[config.mk]
export PLATFORM = sky130hd
export DESIGN_NAME = io_subsystem
export DESIGN_NICKNAME = d
export VERILOG_FILES = /design/src/io_pkg.sv /design/src/uart_link_if.sv /design/src/io_subsystem.sv /design/src/io_control.sv /design/src/perf_counters.sv /design/src/uart.sv /design/src/uart_receiver.sv /design/src/uart_transmitter.sv
export VERILOG_INCLUDE_DIRS = /design/src
export SDC_FILE = /design/constraint.sdc
export NUM_CORES = 1
export LEC_CHECK = 0
export BUFFER_PORTS_ARGS = -buffer_cell sky130_fd_sc_hd__buf_2
export CAP_MARGIN = 20
export CORE_UTILIZATION = 35
export DETAILED_ROUTE_END_ITERATION = 10
export GPL_ROUTABILITY_DRIVEN = 0
export PLACE_DENSITY_LB_ADDON = 0.15
export SYNTH_ARGS = -nofsm -noshare
export SYNTH_HDL_FRONTEND = slang
export SYNTH_SLANG_ARGS = --single-unit
[constraint.sdc]
create_clock -name clk -period 4.4 [get_ports clk]
set_input_delay 0.22 -clock clk [delete_from_list [all_inputs] [get_ports clk]]
set_output_delay 0.22 -clock clk [all_outputs]
set_load 0.02 [all_outputs]
[src/io_settings.svh]
`ifndef IO_SETTINGS_SVH
`define IO_SETTINGS_SVH

// Datapath and I/O window widths
`define XLEN 32
`define IO_MAP_WIDTH 5

// Word addresses inside the I/O window
`define IO_ADDR_UART_CTRL 0
`define IO_ADDR_UART_RX 1
`define IO_ADDR_UART_TX 2
`define IO_ADDR_CYCLE_CNT 4
`define IO_ADDR_INSTR_CNT 5
`define IO_ADDR_CNT_RST 6

// Defaults give 8 clocks per bit
`define IO_CLOCK_FREQ 1_000_000
`define IO_BAUD_RATE 125_000

`endif
[src/io_pkg.sv]
`include "io_settings.svh"

package io_pkg;

	// CPU data word
	typedef logic [`XLEN-1:0] word_t;

	// Word address inside the I/O window
	typedef logic [`IO_MAP_WIDTH-1:0] io_addr_t;

	// UART payload
	typedef logic [7:0] byte_t;

	// UART status register is zero-extended on read
	typedef struct packed {
		logic rx_valid;
		logic tx_ready;
	} uart_status_t;

endpackage

[src/uart_link_if.sv]
`timescale 1ns/10ps

interface uart_link_if;
	import io_pkg::*;

	// Byte going out on the serial line
	byte_t tx_data;
	logic  tx_valid;
	logic  tx_ready;

	// Byte taken from the serial line
	byte_t rx_data;
	logic  rx_valid;
	logic  rx_ready;

	modport ctrl (
		output tx_data, tx_valid, rx_ready,
		input  tx_ready, rx_data, rx_valid
	);

	modport uart (
		input  tx_data, tx_valid, rx_ready,
		output tx_ready, rx_data, rx_valid
	);

endinterface

[src/io_subsystem.sv]
`timescale 1ns/10ps
`include "io_settings.svh"

module io_subsystem #(
	parameter int CPU_CLOCK_FREQ = `IO_CLOCK_FREQ,
	parameter int BAUD_RATE = `IO_BAUD_RATE
) (
	input  logic             clk,
	input  logic             cpu_rst,
	input  logic             io_en,
	input  logic [3:0]       wea,
	input  io_pkg::io_addr_t adr,
	input  io_pkg::word_t    din_io,
	output io_pkg::word_t    dout_io,
	input  logic             instr_stop,
	input  logic             uart_serial_in,
	output logic             uart_serial_out
);
	import io_pkg::*;

	word_t cycle_cnt;
	word_t instr_cnt;
	logic  counter_clr;

	uart_link_if link ();

	io_control u_ctrl (
		.clk        (clk),
		.cpu_rst    (cpu_rst),
		.io_en      (io_en),
		.wea        (wea),
		.adr        (adr),
		.din_io     (din_io),
		.dout_io    (dout_io),
		.cycle_cnt  (cycle_cnt),
		.instr_cnt  (instr_cnt),
		.counter_clr(counter_clr),
		.link       (link.ctrl)
	);

	uart #(
		.CLOCK_FREQ(CPU_CLOCK_FREQ),
		.BAUD_RATE (BAUD_RATE)
	) u_uart (
		.clk       (clk),
		.cpu_rst   (cpu_rst),
		.link      (link.uart),
		.serial_in (uart_serial_in),
		.serial_out(uart_serial_out)
	);

	perf_counters u_counters (
		.clk        (clk),
		.cpu_rst    (cpu_rst),
		.counter_clr(counter_clr),
		.instr_stop (instr_stop),
		.cycle_cnt  (cycle_cnt),
		.instr_cnt  (instr_cnt)
	);

endmodule

[src/io_control.sv]
`timescale 1ns/10ps
`include "io_settings.svh"

module io_control (
	input  logic             clk,
	input  logic             cpu_rst,
	input  logic             io_en,
	input  logic [3:0]       wea,
	input  io_pkg::io_addr_t adr,
	input  io_pkg::word_t    din_io,
	output io_pkg::word_t    dout_io,
	input  io_pkg::word_t    cycle_cnt,
	input  io_pkg::word_t    instr_cnt,
	output logic             counter_clr,
	uart_link_if.ctrl        link
);
	import io_pkg::*;

	uart_status_t status;
	word_t        rd_word;
	logic         is_read;
	logic         is_write;

	assign status.rx_valid = link.rx_valid;
	assign status.tx_ready = link.tx_ready;

	// Any nonzero byte mask counts as a full write
	assign is_write = io_en && (wea != 4'd0);
	assign is_read = io_en && (wea == 4'd0);

	always_comb begin
		case (adr)
			io_addr_t'(`IO_ADDR_UART_CTRL):
				rd_word = {{(`XLEN - $bits(uart_status_t)){1'b0}}, status};
			io_addr_t'(`IO_ADDR_UART_RX):
				rd_word = {{(`XLEN - 8){1'b0}}, link.rx_data};
			io_addr_t'(`IO_ADDR_CYCLE_CNT):
				rd_word = cycle_cnt;
			io_addr_t'(`IO_ADDR_INSTR_CNT):
				rd_word = instr_cnt;
			default:
				rd_word = '0;
		endcase
	end

	always_ff @(posedge clk) begin
		if (cpu_rst) begin
			dout_io <= '0;
			link.tx_valid <= 1'b0;
			link.rx_ready <= 1'b0;
			counter_clr <= 1'b0;
		end else begin
			// Read data is valid for one cycle after a read access
			dout_io <= is_read ? rd_word : '0;
			// Byte is dropped if the transmitter is busy
			link.tx_valid <= is_write && (adr == io_addr_t'(`IO_ADDR_UART_TX)) &&
				link.tx_ready;
			link.rx_ready <= is_read && (adr == io_addr_t'(`IO_ADDR_UART_RX));
			counter_clr <= is_write && (adr == io_addr_t'(`IO_ADDR_CNT_RST));
		end
	end

	always_ff @(posedge clk) begin
		if (is_write && (adr == io_addr_t'(`IO_ADDR_UART_TX))) begin
			link.tx_data <= din_io[7:0];
		end
	end

endmodule

[src/perf_counters.sv]
`timescale 1ns/10ps

module perf_counters (
	input  logic          clk,
	input  logic          cpu_rst,
	input  logic          counter_clr,
	input  logic          instr_stop,
	output io_pkg::word_t cycle_cnt,
	output io_pkg::word_t instr_cnt
);
	import io_pkg::*;

	// Counts every clock
	always_ff @(posedge clk) begin
		if (cpu_rst || counter_clr) begin
			cycle_cnt <= '0;
		end else begin
			cycle_cnt <= cycle_cnt + word_t'(1);
		end
	end

	// Counts only while the pipeline is not stalled
	always_ff @(posedge clk) begin
		if (cpu_rst || counter_clr) begin
			instr_cnt <= '0;
		end else if (!instr_stop) begin
			instr_cnt <= instr_cnt + word_t'(1);
		end
	end

endmodule

[src/uart.sv]
`timescale 1ns/10ps
`include "io_settings.svh"

module uart #(
	parameter int CLOCK_FREQ = `IO_CLOCK_FREQ,
	parameter int BAUD_RATE = `IO_BAUD_RATE
) (
	input  logic             clk,
	input  logic             cpu_rst,
	uart_link_if.uart        link,
	input  logic             serial_in,
	output logic             serial_out
);
	localparam int CLOCKS_PER_BIT = CLOCK_FREQ / BAUD_RATE;

	uart_transmitter #(
		.CLOCKS_PER_BIT(CLOCKS_PER_BIT)
	) u_tx (
		.clk       (clk),
		.cpu_rst   (cpu_rst),
		.data      (link.tx_data),
		.data_valid(link.tx_valid),
		.data_ready(link.tx_ready),
		.serial_out(serial_out)
	);

	uart_receiver #(
		.CLOCKS_PER_BIT(CLOCKS_PER_BIT)
	) u_rx (
		.clk       (clk),
		.cpu_rst   (cpu_rst),
		.serial_in (serial_in),
		.data      (link.rx_data),
		.data_valid(link.rx_valid),
		.data_ready(link.rx_ready)
	);

endmodule

[src/uart_receiver.sv]
`timescale 1ns/10ps

module uart_receiver #(
	parameter int CLOCKS_PER_BIT = 8
) (
	input  logic          clk,
	input  logic          cpu_rst,
	input  logic          serial_in,
	output io_pkg::byte_t data,
	output logic          data_valid,
	input  logic          data_ready
);
	import io_pkg::*;

	localparam int CNT_W = (CLOCKS_PER_BIT > 2) ? $clog2(CLOCKS_PER_BIT) : 1;
	localparam int HALF_BIT = CLOCKS_PER_BIT / 2;

	logic [1:0]       rx_sync;
	logic             rx_line;
	logic             rx_prev;
	logic             busy;
	logic [3:0]       bit_idx;
	logic [CNT_W-1:0] clk_cnt;
	logic             sample_tick;
	byte_t            shift_reg;

	assign rx_line = rx_sync[1];
	assign sample_tick = busy && (clk_cnt == '0);

	// bit_idx 0 is the start bit, 1..8 data, 9 stop, 10 the delay before valid
	always_ff @(posedge clk) begin
		if (cpu_rst) begin
			rx_sync <= 2'b11;
			rx_prev <= 1'b1;
			busy <= 1'b0;
			bit_idx <= '0;
			clk_cnt <= '0;
			data_valid <= 1'b0;
		end else begin
			rx_sync <= {rx_sync[0], serial_in};
			rx_prev <= rx_line;
			if (data_ready) begin
				data_valid <= 1'b0;
			end
			if (!busy) begin
				if (rx_prev && !rx_line) begin
					busy <= 1'b1;
					bit_idx <= '0;
					clk_cnt <= CNT_W'(HALF_BIT - 1);
				end
			end else if (!sample_tick) begin
				clk_cnt <= clk_cnt - 1'b1;
			end else begin
				clk_cnt <= CNT_W'(CLOCKS_PER_BIT - 1);
				bit_idx <= bit_idx + 4'd1;
				case (bit_idx)
					4'd0: begin
						// Line went back high, so this was a glitch
						if (rx_line) begin
							busy <= 1'b0;
						end
					end
					4'd9: begin
						if (!rx_line) begin
							busy <= 1'b0;
						end else begin
							clk_cnt <= CNT_W'(HALF_BIT - 1);
						end
					end
					4'd10: begin
						busy <= 1'b0;
						data_valid <= 1'b1;
					end
					default: begin
					end
				endcase
			end
		end
	end

	always_ff @(posedge clk) begin
		if (sample_tick && (bit_idx >= 4'd1) && (bit_idx <= 4'd8)) begin
			shift_reg <= {rx_line, shift_reg[7:1]};
		end
		// An unread byte is simply overwritten
		if (sample_tick && (bit_idx == 4'd10)) begin
			data <= shift_reg;
		end
	end

endmodule

[src/uart_transmitter.sv]
`timescale 1ns/10ps

module uart_transmitter #(
	parameter int CLOCKS_PER_BIT = 8
) (
	input  logic          clk,
	input  logic          cpu_rst,
	input  io_pkg::byte_t data,
	input  logic          data_valid,
	output logic          data_ready,
	output logic          serial_out
);
	localparam int CNT_W = (CLOCKS_PER_BIT > 2) ? $clog2(CLOCKS_PER_BIT) : 1;

	logic [9:0]       frame;
	logic [3:0]       bits_left;
	logic [CNT_W-1:0] clk_cnt;
	logic             bit_done;

	assign bit_done = (clk_cnt == CNT_W'(CLOCKS_PER_BIT - 1));

	// LSB of the frame register is the line
	assign serial_out = frame[0];

	always_ff @(posedge clk) begin
		if (cpu_rst) begin
			frame <= '1;
			bits_left <= '0;
			clk_cnt <= '0;
			data_ready <= 1'b1;
		end else if (data_valid && data_ready) begin
			// Stop bit, data LSB first, start bit
			frame <= {1'b1, data, 1'b0};
			bits_left <= 4'd10;
			clk_cnt <= '0;
			data_ready <= 1'b0;
		end else if (!data_ready) begin
			if (bit_done) begin
				clk_cnt <= '0;
				frame <= {1'b1, frame[9:1]};
				bits_left <= bits_left - 4'd1;
				if (bits_left == 4'd1) begin
					data_ready <= 1'b1;
				end
			end else begin
				clk_cnt <= clk_cnt + 1'b1;
			end
		end
	end

endmodule

==> flow_summary.ini, run 1 <==
[floorplan]
die_w_um = 135.5
initial_core_util_pct = 35.94
rows = 48
core_sq_mm = 0.01736
die_area_sq_mm = 0.01836
io_pins = 79
die_h_um = 135.5

[clock_network]
numClockSinks = 152
cts_max_level = 4
clock_latency_ns = 0.42
ctsResizeCount = 0
cts_tree = yes
ctsHoldBuffers = 9
clockRootBuffer = clkbuf_16
cts.clk_slew.worst_paths_ns = 0.06
cts_setup_buffers = 0
cts_made_buffers = 17
clk_path_buf_depth = 2

[power_and_ir_drop]
p_switching_w = 0.0006292
swShare_pct = 20.08
power.density_mw_per_mm2 = 419.9
internal_power_w = 0.002505
seqPwrFrac_pct = 45.7
clock_power_share_pct = 51.6
pwr-share-comb_pct = 2.7
vdd_drop_max_mv = 0.2677
totalPowerFinal_w = 0.003134
cellLeakagePower_nw = 2.574

[synthesis]
synth_top_family_by_area = simple AND/OR/NAND/NOR gates
syn_inst = 650
synth_cell_types = 52
synth_ff_type = dfxtp_1
yosysWarnings = 0
yosysTopAreaCell = dfxtp_1
ys_async_sr_fraction_pct = 0
synth_xor_area_share_pct = 3.511
yosysSeqAreaShare_pct = 52.64
ys_ff_latch = 152
synth_area_leaders = dfxtp_1, edfxtp_1, nor2_1, a21oi_1, a22oi_1
synth_top_area_share_pct = 41.08
synth-edff-count = 24
synth_compound_area_share_pct = 15.19
yosys.area_share.simple_pct = 21.79
synth_nets = 709
syn_area_sq_mm = 0.006237
synth-adder-area-share_pct = 2.608
syn_area_per_cell_sq_um = 9.596
muxShareOfSynthArea_pct = 0.8425

[global_routing]
grt_pass1_vias = 4733
grt_pass1_wl_um = 23420
grtUsageTotal_pct = 16.41
antenna_found_initial = 0
overflow = 0
grt_max_degree = 35

[timing]
min_period_over_period_pct = 54.76
fmax_mhz = 415.0
slew_violations = 0
fin_tns_setup_ns = 0
grt_setup_unrepaired = no
worst_slew_pin_slew_ns = 1.023
finClkSkew_ns = 0.006754
hold_ws_ns = 0.09174
finalHoldViolations = 0
setup_viol = 0
period_minus_slack_ns = 2.410
slew_headroom_pct = 31.67

[detailed_routing]
drcViolationCount = 0
vias = 5041
drt_iter0_markers = 346
first_pass_iters = 5
postRouteAntennaNets = 0
wl_per_cell_um = 14.99
drt-total-wl_um = 14040
viasPerCell = 5.380

[place]
port_buffers = 54
dp.cells = 897
hpwlAfterDp_um = 9171

[min_path]
hold_end = u_ctrl.counter_clr$_SDFF_PP0_
hp-class = in -> reg
hp-start = io_en
holdPathStages = 2

[setup_path]
r2r_cells = 4
crit_top_cell = or4_1
rrSetupSlack_ns = 1.99
crit_slowest_cell = or4_1
required_ns = 4.74
worstPathCellList = nand4_4, or4_1, or4_1, a21oi_1
critPathCaptureType = register
start_kind = register
r2r-start = u_counters.cycle_cnt[2]$_SDFF_PP0_
path_buf_inv = 0
cp_max_fo = 17
arrival_ns = 2.75
r2r-end = u_counters.cycle_cnt[21]$_SDFF_PP0_
max_stage_delay_ns = 0.90
crit_type = reg -> reg
cpLargestDelayFamily = simple AND/OR/NAND/NOR gates

[finish]
fin_cells = 937
reg_top3 = u_counters.cycle_cnt (32), u_counters.instr_cnt (32), u_ctrl.dout_io (32)
fin_util_pct = 43.00
nFillCells = 1662
layout.nets = 759
area_delta_synth_final_pct = 19.66
diodes = 0
layout-drive-gt1-share_pct = 14.47

[run_status]
outcome = finished, final reports clean

[flow_run]
max-cap-violations = 0
cells in the mapped netlist, drive strengths merged (2+ instances only):
cell type	instances
a31oi	2
and3	7
and2	4
or2	5
dfxtp	128
nor2	72
nor3	11
o31ai	20
or3b	2
xnor2	13
buf	3
a221oi	8
a222oi	6
nor4	6
a21oi	49
mux2	2
nor3b	2
xor2	12
clkbuf	34
nand4	17
mux2i	3
or3	18
ha	13
o21ai	19
nor2b	7
edfxtp	24
nand3b	2
nand2	44
nand3	21
a211oi	4
a311oi	2
or4	23
inv	19
and4	9
a22oi	26
worst max-delay path by stage:
| stage | startpoint | endpoint | cells past startpoint |
|---|---|---|---|
| 2_1_floorplan | u_counters.cycle_cnt[2]$_SDFF_PP0_ | u_counters.cycle_cnt[30]$_SDFF_PP0_ | 6 |
| 3_3_place_gp | u_uart.u_tx.clk_cnt[0]$_SDFFE_PP0N_ | u_uart.u_tx.frame[0]$_SDFFE_PP1P_ | 5 |
| 3_5_place_dp | u_counters.cycle_cnt[2]$_SDFF_PP0_ | u_counters.cycle_cnt[21]$_SDFF_PP0_ | 4 |
| 4_1_cts | u_counters.cycle_cnt[2]$_SDFF_PP0_ | u_counters.cycle_cnt[21]$_SDFF_PP0_ | 4 |
| 5_1_grt | u_uart.u_tx.clk_cnt[0]$_SDFFE_PP0N_ | u_uart.u_tx.frame[0]$_SDFFE_PP1P_ | 5 |
| 6_report | u_counters.cycle_cnt[2]$_SDFF_PP0_ | u_counters.cycle_cnt[21]$_SDFF_PP0_ | 4 |
worst register-to-register path, cell delays in order, from the launching register on:
cell and delay (ns):
dfxtp_1 0.47, nand4_4 0.20, or4_1 0.90, or4_1 0.61, a21oi_1 0.15
logic make-up after synthesis:
family | after synthesis
adders and majority gates | 13
xor gates and xnor gates | 25
buffers and inverters | 56
AOI/OAI and AO/OA | 144
muxes | 5
and+or+nand+nor | 255
DFF | 152
layout make-up:
class	count	area (sq um)	share of cell area, %
Multi-Input combinational cell	442	2750	36.85
Tap cell	225	281.5	3.772
Sequential cell	152	3283	43.99
Clock buffer	22	506.7	6.790
Clock inverter	9	160.2	2.146
Inverter	19	71.32	0.9556
Timing Repair Buffer	68	410.4	5.499
power by group through the flow:
stage / registers, W / logic, W / clock network (W)
2_1_floorplan: 0.00146 / 0.0000530 / 0
3_3_place_gp: 0.00146 / 0.0000747 / 0
3_5_place_dp: 0.00146 / 0.0000788 / 0
4_1_cts: 0.00143 / 0.0000852 / 0.00166
5_1_grt: 0.00143 / 0.0000956 / 0.00172
6_report: 0.00143 / 0.0000846 / 0.00162
routing by layer:
layer,track usage [%],routed length (um),vias to the layer above
met3,4.153,706,10
met1,21.04,6473,2398
met5,0,0,-
met4,6.180,124,0
met2,26.50,6738,135
li1,-,-,2498
layout by cell type (no fill, tap or decap), types with 7 or more instances in the layout:
master	count
dfxtp_1	128
ha_1	13
nor2_1	72
nand4_1	16
o31ai_1	20
edfxtp_1	24
xnor2_1	13
or4_1	23
dlygate4sd3_1	9
a21oi_1	49
a221oi_1	8
and3_1	7
nor2b_1	7
and4_1	9
a22oi_1	26
nor3_1	10
o21ai_0	19
inv_1	19
or3_1	18
buf_2	54
clkbuf_16	19
xor2_1	12
nand3_1	21
nand2_1	44
through the flow:
step | worst slack [ns] | cell area (sq um)
global placement | 2.075 | 6686
floorplan | 2.450 | 6237
global route | 1.815 | 7463
detailed placement | 1.996 | 6706
finish | 1.990 | 7463
CTS | 1.984 | 7463
(Power assumes the default switching activity.)
==> inputs of run 2 (changes only) <==
Clock period 4.4 ns to 2.4 ns, I/O delays scaled along.
==> run 2 against run 1 <==
Effect of this change:
- design area grew 0.79%
- combinational power grew 88%
- utilization rose by 0.34 points
- critical path depth up 1
- register-to-register slack got worse by 1.8 ns
- count of clock-buffer cells in the layout fell by 3
- highest routed layer unchanged
==> flow_summary.ini, run 2 (same netlist as run 1, synthesis figures left out) <==
[detailed_routing]
wl_per_cell_um = 14.54
drcViolationCount = 0
vias = 5014
postRouteAntennaNets = 0
viasPerCell = 5.283
first_pass_iters = 6
drt-total-wl_um = 13790
drt_iter0_markers = 317

[setup_path]
max_stage_delay_ns = 0.79
start_kind = register
crit_slowest_cell = or4_1
critPathCaptureType = register
crit_type = reg -> reg
arrival_ns = 2.54
cp_max_fo = 13
rrSetupSlack_ns = 0.22
required_ns = 2.76
worstPathCellList = nand4_4, or4_1, buf_4, or3_1, a21oi_1

[floorplan]
io_pins = 79
die_h_um = 135.5
core_sq_mm = 0.01736
initial_core_util_pct = 35.94
die_w_um = 135.5
die_area_sq_mm = 0.01836
rows = 48

[global_routing]
grt_max_degree = 62
overflow = 0
grtUsageTotal_pct = 16.21
grt_pass1_vias = 4783
grt_pass1_wl_um = 23150
antenna_found_initial = 0

[power_and_ir_drop]
power.density_mw_per_mm2 = 747.9
vdd_drop_max_mv = 0.5036
totalPowerFinal_w = 0.005626
cellLeakagePower_nw = 2.602

[timing]
period_minus_slack_ns = 2.182
grt_setup_unrepaired = no
setup_viol = 0
finClkSkew_ns = 0.01156
worst_slew_pin_slew_ns = 0.6967
fin_tns_setup_ns = 0
min_period_over_period_pct = 90.91
finalWorstSetupSlack_ns = 0.2182
fmax_mhz = 458.3
slew_violations = 0
finalHoldViolations = 0
slew_headroom_pct = 53.12

[finish]
layout-drive-gt1-share_pct = 15.61
layout.nets = 770
final_common_cell = dfxtp_1
mostFrequentLayoutCells = dfxtp_1, nor2_1, buf_2, a21oi_1, nand2_1
area_delta_synth_final_pct = 20.60
diodes = 0
reg_top3 = u_counters.cycle_cnt (32), u_counters.instr_cnt (32), u_ctrl.dout_io (32)

[clock_network]
ctsHoldBuffers = 10
clk_path_buf_depth = 2
cts_setup_buffers = 0
cts_tree = yes
numClockSinks = 152
clock_latency_ns = 0.43
ctsResizeCount = 0
clockRootBuffer = clkbuf_16
cts_max_level = 4
cts.clk_slew.worst_paths_ns = 0.06
cts_made_buffers = 17

[min_path]
hp-class = in -> reg

[place]
hpwlAfterDp_um = 9438
dpl_worst_slack_ns = 0.2346
port_buffers = 54

[flow_run]
max-cap-violations = 0

[run_status]
outcome = finished, final reports clean
-- run 2: changes by cell type in the layout (fill, tap and decap cells not counted) --
cell	before	now
buf_12	1	2
inv_4	1	0
clkbuf_8	2	0
dlygate4sd3_1	9	10
clkinvlp_4	1	3
inv_6	0	3
clkbuf_16	19	17
clkbuf_1	1	2
buf_4	4	13
-- run 2: layer usage --
metal  GRT usage, %  share of wire (%)  wire [um]  up-vias
met4          5.743                1.1        154        0
met1          20.44                 47       6487     2382
met2          26.64                 48       6561      107
li1               -                  -          -     2515
met5              0                  0          0        -
met3          4.227                4.3        590       10
-- run 2: path summary, 6_finish.rpt --
path	start	to	depth (start not counted)
min	wea[2]	u_ctrl.link.rx_ready$_SDFF_PP0_	3
max reg2reg	u_counters.cycle_cnt[2]$_SDFF_PP0_	u_counters.cycle_cnt[17]$_SDFF_PP0_	5
min reg2reg	u_uart.u_rx.rx_sync[0]$_SDFF_PP1_	u_uart.u_rx.rx_sync[1]$_SDFF_PP1_	1
max	u_counters.cycle_cnt[2]$_SDFF_PP0_	u_counters.cycle_cnt[17]$_SDFF_PP0_	5
-- run 2: cell type report --
| class | count | area [sq um] |
|---|---|---|
| clock buffer | 19 | 432.9 |
| clock inverter | 13 | 195.2 |
| fill | 1663 | 9834 |
| inverter | 19 | 71.32 |
| multi-input combinational | 442 | 2750 |
| sequential | 152 | 3283 |
| tap | 225 | 281.5 |
| timing repair buffer | 79 | 508.0 |
-- run 2: metrics by stage --
step	instance area, sq um	cells	util (%)	hold slack [ns]
detailed placement	6794	907	39.14	0.2996
finish	7522	949	43.34	0.01478
floorplan	6237	650	-	0.2189
global placement	6794	907	39.14	0.2981
CTS	7522	949	43.34	0.005798
global route	7522	949	43.34	0.01268
-- run 2: critical path: cells and delay by family, from the launching register on --
family	cells	cell delay, ns
DFF	1	0.47
buffers and inverters	1	0.26
AOI/OAI and AO/OA	1	0.14
and+or+nand+nor	3	1.26
-- run 2: power breakdown --
group	internal, W	leakage [nW]	switching, W	total [W]
combinational	0.0000693	1.06	0.0000898	0.000159
clock	0.00175	0.295	0.00109	0.00284
sequential	0.00260	1.25	0.0000219	0.00263
